<file path="config.mk">
export PLATFORM = sky130hd
export DESIGN_NAME = phold_pers_top
export DESIGN_NICKNAME = d
export VERILOG_FILES = /design/src/phold_pkg.sv /design/src/lp_event_core.sv /design/src/gvt_reduce.sv /design/src/pers_dispatch.sv /design/src/phold_pers_top.sv
export SDC_FILE = /design/constraint.sdc
export NUM_CORES = 1
export LEC_CHECK = 0
export ABC_AREA = 0
export BUFFER_PORTS_ARGS = -buffer_cell sky130_fd_sc_hd__buf_2
export CAP_MARGIN = 10
export CORE_ASPECT_RATIO = 0.5
export CORE_UTILIZATION = 40
export DETAILED_ROUTE_END_ITERATION = 10
export PLACE_DENSITY = 0.59
export RECOVER_POWER = 25
export SYNTH_ARGS = -nofsm -noshare
export SYNTH_HDL_FRONTEND = slang
export SYNTH_SLANG_ARGS = --single-unit
</file>
<file path="constraint.sdc">
create_clock -name clk -period 3.3 [get_ports clk]
set_input_delay 0.165 -clock clk [delete_from_list [all_inputs] [get_ports clk]]
set_output_delay 0.165 -clock clk [all_outputs]
set_load 0.02 [all_outputs]
</file>
<file path="src/phold_pkg.sv">
`default_nettype none

package phold_pkg;

   // ----------------------------------------------------------------------
   // Widths with a meaning
   // ----------------------------------------------------------------------

   // Virtual time, used for end time, LVT and GVT
   typedef logic [15:0] vtime_t;
   // Per-LP timestamp increment
   typedef logic [7:0]  stride_t;
   // Event and cycle totals
   typedef logic [31:0] count_t;
   // AEG and CSR data word
   typedef logic [63:0] aeg_data_t;
   // Index as sent on the dispatch port
   typedef logic [17:0] aeg_idx_t;

   // ----------------------------------------------------------------------
   // AEG map
   // ----------------------------------------------------------------------

   localparam int NUM_AEG          = 8;
   localparam int AEG_SIM_END      = 0;
   localparam int AEG_STRIDE0      = 1;
   localparam int AEG_STRIDE1      = 2;
   // Bit 0 enables LP 0, bit 1 enables LP 1
   localparam int AEG_LP_MASK      = 3;
   // Index 4 is scratch, results start at 5
   localparam int AEG_GVT          = 5;
   localparam int AEG_TOTAL_CYCLES = 6;
   localparam int AEG_TOTAL_EVENTS = 7;

   // CSR debug addresses
   localparam logic [15:0] CSR_STATUS = 16'h0000;
   localparam logic [15:0] CSR_GVT    = 16'h0001;

   // Run state, encoding is visible through CSR_STATUS
   typedef enum logic [1:0] {
      IDLE     = 2'd0,
      RUNNING  = 2'd1,
      FINISHED = 2'd2
   } run_state_t;

endpackage

`default_nettype wire

</file>
<file path="src/lp_event_core.sv">
`default_nettype none

module lp_event_core #(
   parameter phold_pkg::vtime_t VTIME_MAX = '1
) (
   input  wire                 clk,
   input  wire                 reset,
   input  wire                 run,
   input  wire                 enable,
   input  phold_pkg::stride_t  stride,
   input  phold_pkg::vtime_t   sim_end,
   output phold_pkg::vtime_t   lvt,
   output phold_pkg::count_t   event_count,
   output logic                done
);

   import phold_pkg::*;

   // Timestamp of the next self-scheduled event
   vtime_t lvt_q;
   count_t events_q;
   logic   pending;

   // Event still due before the end time
   assign pending = enable && (lvt_q < sim_end);

   // ----------------------------------------------------------------------
   // Event processing, one event per run cycle
   // ----------------------------------------------------------------------
   always_ff @(posedge clk) begin
      if (reset || !run) begin
         // Cleared between runs so the next run starts at time zero
         lvt_q    <= '0;
         events_q <= '0;
      end else if (pending) begin
         // Process event, reschedule itself one stride later
         lvt_q    <= lvt_q + vtime_t'(stride);
         events_q <= events_q + 1'b1;
      end
   end

   // Disabled LP has no pending events
   assign lvt         = enable ? lvt_q : VTIME_MAX;
   assign event_count = events_q;
   // Done once past the end time, or never enabled
   assign done        = !pending;

endmodule

`default_nettype wire

</file>
<file path="src/gvt_reduce.sv">
`default_nettype none

module gvt_reduce #(
   parameter phold_pkg::vtime_t VTIME_MAX = '1
) (
   input  wire                clk,
   input  wire                reset,
   input  wire                run,
   input  phold_pkg::vtime_t  lvt0,
   input  phold_pkg::vtime_t  lvt1,
   input  phold_pkg::count_t  event_count0,
   input  phold_pkg::count_t  event_count1,
   input  wire                done0,
   input  wire                done1,
   output phold_pkg::vtime_t  gvt,
   output logic               finished,
   output phold_pkg::count_t  total_events,
   output phold_pkg::count_t  total_cycles
);

   import phold_pkg::*;

   // Run cycles seen before the current one
   count_t cycle_cnt;
   // End of run already reported for this run
   logic   found;
   logic   all_done;
   logic   end_now;
   vtime_t lvt_min;

   assign all_done = done0 && done1;
   // First run cycle with every LP done
   assign end_now  = run && all_done && !found;
   assign lvt_min  = (lvt0 < lvt1) ? lvt0 : lvt1;

   // ----------------------------------------------------------------------
   // Run cycle count and end detection
   // ----------------------------------------------------------------------
   always_ff @(posedge clk) begin
      if (reset || !run) begin
         cycle_cnt <= '0;
         found     <= 1'b0;
         finished  <= 1'b0;
      end else begin
         if (!found)
            cycle_cnt <= cycle_cnt + 1'b1;
         found    <= found || all_done;
         // Single pulse, the found flag blocks any repeat
         finished <= end_now;
      end
   end

   // ----------------------------------------------------------------------
   // Result registers
   // ----------------------------------------------------------------------
   always_ff @(posedge clk) begin
      if (reset) begin
         gvt          <= VTIME_MAX;
         total_events <= '0;
         total_cycles <= '0;
      end else begin
         // Old results dropped on the first cycle of a new run
         if (run && (cycle_cnt == '0) && !found) begin
            gvt          <= VTIME_MAX;
            total_events <= '0;
            total_cycles <= '0;
         end
         // Snapshot at the end, includes the current cycle
         if (end_now) begin
            gvt          <= lvt_min;
            total_events <= event_count0 + event_count1;
            total_cycles <= cycle_cnt + 1'b1;
         end
      end
   end

endmodule

`default_nettype wire

</file>
<file path="src/pers_dispatch.sv">
`default_nettype none

module pers_dispatch (
   input  wire                    clk,
   input  wire                    reset,
   input  wire                    disp_inst_vld,
   input  wire  [4:0]             disp_inst,
   input  phold_pkg::aeg_idx_t    disp_aeg_idx,
   input  wire                    disp_aeg_rd,
   input  wire                    disp_aeg_wr,
   input  phold_pkg::aeg_data_t   disp_aeg_wr_data,
   input  wire                    csr_rd_vld,
   input  wire  [15:0]            csr_address,
   input  phold_pkg::vtime_t      gvt,
   input  wire                    finished,
   input  phold_pkg::count_t      total_events,
   input  phold_pkg::count_t      total_cycles,
   output logic [15:0]            disp_exception,
   output logic                   disp_idle,
   output logic                   disp_stall,
   output logic                   disp_rtn_data_vld,
   output phold_pkg::aeg_data_t   disp_rtn_data,
   output logic                   csr_rd_ack,
   output phold_pkg::aeg_data_t   csr_rd_data,
   output logic                   run,
   output phold_pkg::vtime_t      sim_end,
   output phold_pkg::stride_t     stride0,
   output phold_pkg::stride_t     stride1,
   output logic [1:0]             lp_mask
);

   import phold_pkg::*;

   // Low index bits that select one AEG
   localparam int AEG_SEL_W = $clog2(NUM_AEG);

   aeg_data_t            aeg [NUM_AEG];
   logic                 idx_ok;
   logic [AEG_SEL_W-1:0] idx_sel;
   logic                 err_unimpl;
   logic                 err_aegidx;
   logic                 start_now;
   logic                 start_q;
   run_state_t           state;

   // Indices 8 and up do not exist
   assign idx_ok  = disp_aeg_idx < aeg_idx_t'(NUM_AEG);
   assign idx_sel = disp_aeg_idx[AEG_SEL_W-1:0];

   // ----------------------------------------------------------------------
   // AEG register file
   // ----------------------------------------------------------------------
   always_ff @(posedge clk) begin
      if (reset) begin
         for (int i = 0; i < NUM_AEG; i++)
            aeg[i] <= '0;
      end else begin
         // Results land at the end of a run
         if (finished) begin
            aeg[AEG_GVT]          <= aeg_data_t'(gvt);
            aeg[AEG_TOTAL_CYCLES] <= aeg_data_t'(total_cycles);
            aeg[AEG_TOTAL_EVENTS] <= aeg_data_t'(total_events);
         end
         // Host write comes last so it wins over the capture
         if (disp_aeg_wr && idx_ok)
            aeg[idx_sel] <= disp_aeg_wr_data;
      end
   end

   // Run setup straight from the AEGs
   assign sim_end = aeg[AEG_SIM_END][$bits(vtime_t)-1:0];
   assign stride0 = aeg[AEG_STRIDE0][$bits(stride_t)-1:0];
   assign stride1 = aeg[AEG_STRIDE1][$bits(stride_t)-1:0];
   assign lp_mask = aeg[AEG_LP_MASK][1:0];

   // ----------------------------------------------------------------------
   // AEG reads and exceptions, one cycle after the request
   // ----------------------------------------------------------------------
   always_ff @(posedge clk) begin
      if (reset) begin
         disp_rtn_data_vld <= 1'b0;
         err_unimpl        <= 1'b0;
         err_aegidx        <= 1'b0;
      end else begin
         disp_rtn_data_vld <= disp_aeg_rd;
         // Only instruction 0 is implemented
         err_unimpl        <= disp_inst_vld && (disp_inst != 5'd0);
         err_aegidx        <= (disp_aeg_rd || disp_aeg_wr) && !idx_ok;
      end
   end

   // Read data, zero for a bad index
   always_ff @(posedge clk) begin
      disp_rtn_data <= idx_ok ? aeg[idx_sel] : '0;
   end

   assign disp_exception = {14'd0, err_aegidx, err_unimpl};

   // ----------------------------------------------------------------------
   // Run control FSM
   // ----------------------------------------------------------------------

   // Start only from a quiet IDLE, anything else is dropped
   assign start_now = disp_inst_vld && (disp_inst == 5'd0)
                      && (state == IDLE) && !start_q;

   always_ff @(posedge clk) begin
      if (reset) begin
         start_q <= 1'b0;
         state   <= IDLE;
      end else begin
         start_q <= start_now;
         case (state)
            IDLE:     if (start_q) state <= RUNNING;
            RUNNING:  if (finished) state <= FINISHED;
            // One cycle to let the results settle into the AEGs
            FINISHED: state <= IDLE;
            default:  state <= IDLE;
         endcase
      end
   end

   assign run        = (state == RUNNING);
   // Host holds off from the start request until back in IDLE
   assign disp_stall = (state != IDLE) || start_now || start_q;
   assign disp_idle  = (state == IDLE) && !start_q;

   // ----------------------------------------------------------------------
   // CSR debug reads
   // ----------------------------------------------------------------------
   always_ff @(posedge clk) begin
      if (reset)
         csr_rd_ack <= 1'b0;
      else
         csr_rd_ack <= csr_rd_vld;
   end

   always_ff @(posedge clk) begin
      case (csr_address)
         CSR_STATUS: csr_rd_data <= aeg_data_t'(state);
         CSR_GVT:    csr_rd_data <= aeg[AEG_GVT];
         // Unknown address reads zero
         default:    csr_rd_data <= '0;
      endcase
   end

endmodule

`default_nettype wire

</file>
<file path="src/phold_pers_top.sv">
`default_nettype none

module phold_pers_top #(
   parameter phold_pkg::vtime_t VTIME_MAX = '1
) (
   input  wire                    clk,
   input  wire                    reset,
   // Dispatch port
   input  wire                    disp_inst_vld,
   input  wire  [4:0]             disp_inst,
   input  phold_pkg::aeg_idx_t    disp_aeg_idx,
   input  wire                    disp_aeg_rd,
   input  wire                    disp_aeg_wr,
   input  phold_pkg::aeg_data_t   disp_aeg_wr_data,
   output wire  [15:0]            disp_exception,
   output wire                    disp_idle,
   output wire                    disp_stall,
   output wire                    disp_rtn_data_vld,
   output phold_pkg::aeg_data_t   disp_rtn_data,
   // CSR debug port
   input  wire                    csr_rd_vld,
   input  wire  [15:0]            csr_address,
   output wire                    csr_rd_ack,
   output phold_pkg::aeg_data_t   csr_rd_data
);

   import phold_pkg::*;

   // Run setup towards the cores
   logic       run;
   vtime_t     sim_end;
   stride_t    stride0;
   stride_t    stride1;
   logic [1:0] lp_mask;
   // Per-LP status
   vtime_t     lvt0;
   vtime_t     lvt1;
   count_t     event_count0;
   count_t     event_count1;
   logic       done0;
   logic       done1;
   // Combined results
   vtime_t     gvt;
   logic       finished;
   count_t     total_events;
   count_t     total_cycles;

   pers_dispatch u_dispatch (
      .clk               (clk),
      .reset             (reset),
      .disp_inst_vld     (disp_inst_vld),
      .disp_inst         (disp_inst),
      .disp_aeg_idx      (disp_aeg_idx),
      .disp_aeg_rd       (disp_aeg_rd),
      .disp_aeg_wr       (disp_aeg_wr),
      .disp_aeg_wr_data  (disp_aeg_wr_data),
      .csr_rd_vld        (csr_rd_vld),
      .csr_address       (csr_address),
      .gvt               (gvt),
      .finished          (finished),
      .total_events      (total_events),
      .total_cycles      (total_cycles),
      .disp_exception    (disp_exception),
      .disp_idle         (disp_idle),
      .disp_stall        (disp_stall),
      .disp_rtn_data_vld (disp_rtn_data_vld),
      .disp_rtn_data     (disp_rtn_data),
      .csr_rd_ack        (csr_rd_ack),
      .csr_rd_data       (csr_rd_data),
      .run               (run),
      .sim_end           (sim_end),
      .stride0           (stride0),
      .stride1           (stride1),
      .lp_mask           (lp_mask)
   );

   // Two LPs side by side
   lp_event_core #(.VTIME_MAX(VTIME_MAX)) lp0 (
      .clk         (clk),
      .reset       (reset),
      .run         (run),
      .enable      (lp_mask[0]),
      .stride      (stride0),
      .sim_end     (sim_end),
      .lvt         (lvt0),
      .event_count (event_count0),
      .done        (done0)
   );

   lp_event_core #(.VTIME_MAX(VTIME_MAX)) lp1 (
      .clk         (clk),
      .reset       (reset),
      .run         (run),
      .enable      (lp_mask[1]),
      .stride      (stride1),
      .sim_end     (sim_end),
      .lvt         (lvt1),
      .event_count (event_count1),
      .done        (done1)
   );

   gvt_reduce #(.VTIME_MAX(VTIME_MAX)) u_gvt_reduce (
      .clk          (clk),
      .reset        (reset),
      .run          (run),
      .lvt0         (lvt0),
      .lvt1         (lvt1),
      .event_count0 (event_count0),
      .event_count1 (event_count1),
      .done0        (done0),
      .done1        (done1),
      .gvt          (gvt),
      .finished     (finished),
      .total_events (total_events),
      .total_cycles (total_cycles)
   );

endmodule

`default_nettype wire

</file>
After elaboration in Yosys (flattened, before gate mapping)
Memory sizes are Yosys's and may differ from the RTL's. A register that Yosys moved wholly into a read port is not among the register bits. Cells that the tools add are included.

Memories kept: 1. Memory bits (read-only): 0. Latch bits: 0. Bits in registers: 281. Bits in writable memories: 512.

$lt $le $gt $ge: 4. $mul: 0. Shift operators: 0. Multiplexer cells: 26. Divide/modulo/power cells: 0. Reduce and logical (&&, ||, !) cells: 35. Add/sub/neg operators: 6. Eq/ne operators: 7. Bitwise operators: 12.

Memory list: u_dispatch.aeg (words 8, width 64, read ports 6, clocked after Yosys merged registers in 1, wr ports 8, line pers_dispatch.sv:37) `aeg_data_t aeg [NUM_AEG];`.

Operators by type and width (count): $mux W64 (4); $pmux W64 S2 (1); $add A32 B1 Y32 const B (3); $mux W32 (3); $mux W16 (5); $reduce_or A64 Y1 (1); $lt A16 B16 Y1 (3); $add A16 B8 Y16 (2); $add A32 B32 Y32 (1); $logic_not A32 Y1 (1); $lt A18 B4 Y1 const B (1); $eq A16 B1 Y1 const B (1); $logic_not A16 Y1 (1); $logic_and A1 B1 Y1 (14); $eq A3 B3 Y1 const A (3); $mux W1 (9); $logic_not A1 Y1 (7); $and A1 B1 Y1 (6); $logic_not A5 Y1 (1); $logic_or A1 B1 Y1 (5); $reduce_bool A5 Y1 (1); $mux W2 (2); $pmux W2 S2 (1); $reduce_bool A2 Y1 (2); 8 further kinds (12).

Longest topological paths before layout
Gate-level depths: netlist of the first run.

Depth in word-level cells: 8. Gate-level depth with buffers: 14.

Cells and area by module
A second synthesis of the first run with hierarchy kept.

Cell total of the unflattened synthesis: 3873. Area total of the unflattened synthesis: 41413.5 um^2.

By module, submodules not included: pers_dispatch (seq. area each 18077.3 um^2, area an instance 28165.8 um^2, instances 1, cells an instance 2235); gvt_reduce (seq. area each 2282.2 um^2, area an instance 6936.7 um^2, instances 1, cells an instance 868); lp_event_core (seq. area each 960.9 um^2, area an instance 3155.5 um^2, instances 2, cells an instance 385).

Worst setup path after synthesis of the first run
Ideal clock, no wire load.

Path type: input to register. From: input port disp_aeg_idx[0]. To: memory u_dispatch.aeg[5][0] (netlist name), enable pin. Data arrival time: 3.053 ns. Stages on the path: 6. Required time: 2.877 ns. Setup slack: -0.176 ns. Library setup time: 0.423 ns. Cells stage by stage: clkbuf_1 -> clkbuf_1 -> buf_1 -> nand3b_1 -> clkbuf_1 -> nand2_1.

RTL lines: start: declaration (line phold_pers_top.sv:11) `input phold_pkg::aeg_idx_t disp_aeg_idx,`; end: declaration (line pers_dispatch.sv:37).

Final worst setup path of the first run
From: input port disp_aeg_idx[1]. To: register u_dispatch.disp_rtn_data[12], read port of u_dispatch.aeg.

Cells in the longest elaborated chain, start to end: 2.

Ends and longest elaborated chain: $lt A18 B4 Y1 (line pers_dispatch.sv:47) `assign idx_ok = disp_aeg_idx < aeg_idx_t'(NUM_AEG);`; $logic_not A1 Y1 (no source line); end: declaration (line pers_dispatch.sv:22) `output phold_pkg::aeg_data_t disp_rtn_data,`.

Several ways; a longest one is shown, not always the timed one. A chain may end at the register's enable or synchronous reset.

==> results of run 1 <==
[how the worst min path moves through the flow]
stage / from / endpoint / cells past startpoint
after global placement: csr_rd_vld / u_dispatch.csr_rd_ack$_SDFF_PP0_ / 2
after global routing: reset / u_dispatch.csr_rd_ack$_SDFF_PP0_ / 3
after detailed placement: csr_rd_vld / u_dispatch.csr_rd_ack$_SDFF_PP0_ / 2
final: reset / u_dispatch.disp_rtn_data_vld$_SDFF_PP0_ / 3
after floorplan: csr_rd_vld / u_dispatch.csr_rd_ack$_SDFF_PP0_ / 1
after CTS: csr_address[11] / u_dispatch.csr_rd_data[55]$_DFF_P_ / 5
[cell families after synthesis]
group / after synthesis / share of synthesized area, %
DFF: 857 / 57.8
buffers and inverters: 293 / 3.09
AOI/OAI and AO/OA: 358 / 7.12
muxes: 203 / 9.42
xor gates and xnor gates: 161 / 3.66
adders and majority gates: 99 / 3.27
and+or+nand+nor: 1113 / 15.7
other: 1 / 0.00972
[cell usage after synthesis (4+ instances only)]
master / n
mux2i_1: 75
xnor2_1: 79
o21ai_0: 48
a22o_1: 62
a21boi_0: 5
buf_1: 22
nand4_1: 43
o21a_1: 5
a222oi_1: 16
or2_2: 8
nand2b_1: 6
xor2_1: 82
a211oi_1: 6
and3_1: 20
clkbuf_1: 160
nand2_1: 105
or4_1: 4
nor3_1: 31
dfxtp_1: 345
nor2_1: 250
a21oi_1: 75
ha_1: 96
a31oi_1: 10
and2_1: 505
buf_2: 6
and4_1: 6
mux4_2: 128
inv_1: 85
edfxtp_1: 512
buf_4: 16
a21o_1: 18
nand3_1: 57
o211ai_1: 7
nor4_1: 18
or3_1: 19
nor2b_1: 24
a32o_1: 80
[metal layers]
metal	wire, um	vias to the layer above	track usage, %
li1	-	11700	-
met1	48300	12800	30.4
met2	49000	712	33.8
met3	6710	147	4.27
met4	2290	6	5.56
met5	41	-	0
[sequential cells by signal, summed over array words and instances, names as in the netlist, 2 cells and up]
| signal | count |
|---|---|
| u_gvt_reduce.total_cycles | 32 |
| lp0.event_count | 32 |
| lp1.event_count | 32 |
| u_dispatch.csr_rd_data | 64 |
| u_gvt_reduce.total_events | 32 |
| u_dispatch.aeg | 512 |
| u_gvt_reduce.gvt | 16 |
| u_dispatch.state | 2 |
| lp1.lvt_q | 16 |
| u_dispatch.disp_rtn_data | 64 |
| u_gvt_reduce.cycle_cnt | 32 |
| lp0.lvt_q | 16 |
[report_power, final]
group / leakage [nW] / total, mW / switching [mW] / internal (mW)
combinational: 7.66 / 1.20 / 0.669 / 0.528
sequential: 7.80 / 11.7 / 0.102 / 11.6
clock: 1.33 / 9.70 / 4.20 / 5.50
[cell type report]
| class | count | area (um2) |
|---|---|---|
| clock inverters | 30 | 295 |
| repair buffers | 402 | 2770 |
| diodes | 2 | 5.00 |
| fillers | 8570 | 50500 |
| well taps | 1271 | 1590 |
| flip-flops and latches | 857 | 22300 |
| multi-input cells | 1948 | 15200 |
| inverters | 86 | 323 |
| clock buffers | 117 | 2420 |
[timing repair]
| action | in CTS | in global routing |
|---|---|---|
| cloned | 0 | 0 |
| gates resized for setup | 1 | 2 |
| buffers inserted | 0 | 1 |
| pin swaps | 0 | 1 |
| endpoints found under the setup margin | 16 | 16 |
| hold buffers | 77 | 0 |
| hold endpoints to repair | 525 | 0 |
[through the flow]
| step | instances | total power [mW] | setup TNS, ns |
|---|---|---|---|
| 2_1_floorplan | 3098 | 12.5 | 0 |
| 3_3_place_gp | 4486 | 13.0 | 0 |
| 3_5_place_dp | 4486 | 13.1 | -1.25 |
| 4_1_cts | 4710 | 22.7 | 0 |
| 5_1_grt | 4713 | 23.2 | 0 |
| 6_report | 4713 | 22.6 | 0 |
[critical path, delay by kind of cell]
family                 cells  cell delay (ns)
muxes                      1             0.41
and+or+nand+nor            1             0.10
buffers and inverters      3             2.88
==> impl_metrics.yaml, run 1 <==
timing:
  slew_headroom_pct: -59.7
  final-hold-violation-count: 0
  fin_ws_ns: 0.170
  finalCritPeriodShare_pct: 94.8
  final_max_slew_viol_count: 93
  holdWs_ns: 0.129
  setup_viol: 0
  fmax_mhz: 320
  rsz0062_at_grt: "no"
  fin_crit_ns: 3.13
  worstMarginPinSlew_ns: 2.40
  skew_ns: 0.0236
floorplanning:
  coreArea_um2: 95400
  fp.dieH_um: 222
  start_util_pct: 40.4
  rows: 80
  fp.dieArea_um2: 97700
  io_pins: 257
  die_x_um: 441
flow_run:
  maxCapViolCount: 3
critical_path:
  ff2ff_path_depth: 11
  crit_path_end_kind: "flip-flop"
  critPathKind: "in2reg"
  path_max_fanout: 25
  startpoint_type: "input port"
  critPathCapture: "u_dispatch.disp_rtn_data[12]$_SDFF_PP0_"
  cp_data_required_time_ns: 3.78
  reg2reg_slack_ns: 0.17
  crit_start: "disp_aeg_idx[1]"
  arrival_ns: 3.61
  crit_chain: "dlygate4sd3_1 > clkbuf_2 > clkbuf_1 > mux2i_1 > nor2_1"
  r2r_start: "u_dispatch.aeg[0][15]$_SDFFCE_PN0P_"
  cpMaxStageDelayCell: "clkbuf_1"
  cp_slowest_stage_delay_ns: 1.76
  worstReg2RegEnd: "u_gvt_reduce.gvt[14]$_SDFFE_PP1P_"
routing:
  wl_per_cell_um: 22.6
  vias: 25400
  final_antenna_net_count: 0
  drt-total-wl_um: 106000
  drt_iter0_markers: 1989
  dr.pass1.iters: 6
  vias_per_cell: 5.39
  route.detailed.drc: 0
outcome:
  violations: "capacitance limit, slew limit"
  status: "finished with violations"
finish:
  nets: 3583
  area_delta_synth_final_pct: 16.5
  postLayoutCoreUtil_pct: 47.1
  final_common_cell: "edfxtp_1"
  drive_gt1_share_pct: 13.7
  design_area_um2: 44900
  mostFrequentLayoutCells: "512 x edfxtp_1, 472 x and2_1, 345 x dfxtp_1, 244 x nor2_1, 158 x clkbuf_1"
cts:
  cts_buffer_depth: 3
  ctsRootBufferMaster: "clkbuf_16"
  clock-sinks: 857
  cts_tree: "built"
  cts_buffers: 80
  clk_pin_slew_ns: 0.07
  htree_levels: 3
  worstSkewPairLatency_ns: 0.68
logic_synthesis:
  synth_area_leader_cell: "edfxtp_1"
  syn_inst: 3085
  async_flop_share_pct: 0
  ys_seq_area_share_pct: 57.8
  synth_seq_cells: 857
  avgSynthCellArea_um2: 12.5
  synthFlopType: "edfxtp_1"
  ys_warn_count: 0
  ys_top_cells_by_area: "edfxtp_1 40%, dfxtp_1 18%, and2_1 8.2%"
  synth_enable_flop_cells: 512
  syn_area_um2: 38600
  synth_top_area_share_pct: 39.9
  synth.distinct_cells: 74
placement:
  gp_congestion: 0.933
  portBuffers: 242
  dp_hpwl_um: 68400
  place_area_um2: 41600
  pre_cts_slack_ns: -0.0990
hold_path:
  hp-class: "in2reg"
grt:
  overflow: 0
  antenna_found_initial: 5
  grt_max_degree: 93
  grt_pass1_wl_um: 159000
  gr-usage-all-layers_pct: 21.5
  grt_pass1_vias: 25100
pwr:
  powerDensity_nw_per_um2: 503
  leakage_nw: 16.8
  ir_worst_vdd_v: 0.000357
Note: power is estimated with default switching activity, not from simulation.
==> run 2, diff against run 1 <==
Settings changed: PLACE_DENSITY 0.59 to 0.57.
Clock period 3.3 ns to 3.8 ns, I/O delays scaled along.
==> run 2 against run 1 <==
Against the previous run:
- the run still ends with capacitance limit, slew limit left
- core utilization decreased by 0.37 points
- global-route usage is 0.10 points lower
- final area is 0.79% lower
- non-clock buffer count down 28
- worst hold slack worse by 0.088 ns
- critical endpoint is now u_gvt_reduce.gvt[1]$_SDFFE_PP1P_
- power decreased by 13%
- die area unchanged
- sequential power is 14% lower
- worst setup slack better by 0.11 ns
==> impl_metrics.yaml, run 2 (synthesis gave the netlist of run 1 again) <==
critical_path:
  cp_slowest_stage_delay_ns: 0.94
  ff2ff_path_depth: 9
  path_max_fanout: 16
  arrival_ns: 3.98
  crit_cells: 9
  cpMaxStageDelayCell: "nor3_2"
  cp.buffers_inverters: 1
  crit_chain: "inv_1 > ha_1 > nand4_1 > or3_1 > or4_1 > o211a_1 > o21bai_4 > nor3_2 > a222oi_1"
  r2r_start: "u_dispatch.aeg[0][14]$_SDFFCE_PN0P_"
  critPathTopFamily: "simple AND/OR/NAND/NOR gates"
  worstReg2RegEnd: "u_gvt_reduce.gvt[1]$_SDFFE_PP1P_"
  startpoint_type: "flip-flop"
  reg2reg_slack_ns: 0.28
  crit_path_end_kind: "flip-flop"
  critPathKind: "reg2reg"
  cp_data_required_time_ns: 4.26
cts:
  htree_levels: 3
  worstSkewPairLatency_ns: 0.68
  cts_buffers: 82
  clock-sinks: 857
  cts-resized-gates: 0
  cts_tree: "built"
  ctsRootBufferMaster: "clkbuf_16"
  cts_buffer_depth: 3
  clk_pin_slew_ns: 0.07
placement:
  portBuffers: 242
  dp_hpwl_um: 67200
  gp_congestion: 0.921
finish:
  drive_gt1_share_pct: 12.9
  mostFrequentLayoutCells: "512 x edfxtp_1, 453 x and2_1, 345 x dfxtp_1, 244 x nor2_1, 157 x clkbuf_1"
  largestRegisters: "u_dispatch.aeg (512), u_dispatch.csr_rd_data (64), u_dispatch.disp_rtn_data (64)"
  nets: 3557
  largest_reg_flops: 512
  area_delta_synth_final_pct: 15.5
  final_common_cell: "edfxtp_1"
  regMostFlops: "u_dispatch.aeg"
  diodes: 0
timing:
  slew_headroom_pct: -72.5
  final_max_slew_viol_count: 211
  final-hold-violation-count: 0
  setup_viol: 0
  tns_ns: 0
  fin_crit_ns: 3.52
  rsz0062_at_grt: "no"
  finalCritPeriodShare_pct: 92.7
  fmax_mhz: 284
  worstMarginPinSlew_ns: 2.59
  skew_ns: 0.0274
floorplanning:
  fp.dieH_um: 222
  io_pins: 257
  rows: 80
  fp.dieArea_um2: 97700
  coreArea_um2: 95400
  die_x_um: 441
  start_util_pct: 40.4
routing:
  final_antenna_net_count: 0
  drt_iter0_markers: 2147
  vias_per_cell: 5.39
  drt-total-wl_um: 105000
  dr.pass1.iters: 6
  wl_per_cell_um: 22.5
  route.detailed.drc: 0
  vias: 25300
flow_run:
  maxCapViolCount: 5
hold_path:
  hold_depth: 2
  hold_start: "reset"
  min_to: "u_dispatch.state[0]$_SDFFE_PP0P_"
  hp-class: "in2reg"
grt:
  gr-usage-all-layers_pct: 21.4
  grt_pass1_vias: 25200
  grt_pass1_wl_um: 159000
  overflow: 0
  grt_max_degree: 66
  antenna_found_initial: 0
pwr:
  p_total_mw: 19.5
  leakage_nw: 16.6
  ir_worst_vdd_v: 0.000298
  powerDensity_nw_per_um2: 439
outcome:
  status: "finished with violations"
  violations: "capacitance limit, slew limit"
==> run 2: changes by cell type in the layout (fill, tap and decap cells not counted), moves of 6 or more <==
cell       change
and2_0        +19
and2_1        -19
clkinv_2       +6
clkinv_1       +7
buf_12        -10
buf_4         -11
clkbuf_16      -6
==> run 2: cell type report <==
class / count / area (um2)
inverter: 86 / 323
fill: 8538 / 50800
clock buffer: 110 / 2300
tap: 1271 / 1590
timing repair buffer: 374 / 2420
multi-input combinational: 1948 / 15200
clock inverter: 42 / 418
sequential: 857 / 22300
==> run 2: repair_timing <==
item,CTS,global route
hold endpoints to repair,467,0
setup buffers,0,0
hold buffers,74,0
==> run 2: worst max-delay path by stage <==
stage	start	to	slack, ns
floorplan	disp_aeg_idx[0]	u_dispatch.aeg[5][0]$_DFFE_PP_	0.30
detailed placement	u_dispatch.aeg[0][14]$_SDFFCE_PN0P_	u_gvt_reduce.gvt[1]$_SDFFE_PP1P_	0.36
global route	u_dispatch.aeg[3][0]$_SDFFCE_PN0P_	u_gvt_reduce.gvt[1]$_SDFFE_PP1P_	0.22
CTS	u_dispatch.aeg[0][14]$_SDFFCE_PN0P_	u_gvt_reduce.gvt[1]$_SDFFE_PP1P_	0.33
global placement	u_dispatch.aeg[0][14]$_SDFFCE_PN0P_	u_gvt_reduce.gvt[12]$_SDFFE_PP1P_	0.54
finish	u_dispatch.aeg[0][14]$_SDFFCE_PN0P_	u_gvt_reduce.gvt[1]$_SDFFE_PP1P_	0.28
==> run 2: layer usage <==
metal | vias to the layer above | GRT usage (%) | routed length, um
met5 | - | 0 | 0
met4 | 0 | 5.89 | 2700
met3 | 141 | 3.35 | 5560
met2 | 621 | 34.0 | 48700
met1 | 12800 | 30.5 | 48300
li1 | 11700 | - | -
==> run 2: stage by stage <==
stage	worst slack, ns	utilization [%]	std cells	hold WS, ns	cell area (um2)
3_3_place_gp	0.536	43.3	4462	0.408	41300
6_report	0.277	46.7	4688	0.0412	44600
3_5_place_dp	0.364	43.3	4462	0.407	41300
5_1_grt	0.225	46.7	4688	0.0178	44600
2_1_floorplan	0.299	-	3098	0.318	38600
4_1_cts	0.330	47.0	4688	0.00811	44800
==> run 2: power breakdown <==
| part | leakage (nW) | switching (mW) | internal (mW) |
|---|---|---|---|
| Sequential | 7.80 | 0.0874 | 10.1 |
| Clock | 1.35 | 3.69 | 4.69 |
| Combinational | 7.44 | 0.576 | 0.445 |
| Total | 16.6 | 4.36 | 15.2 |
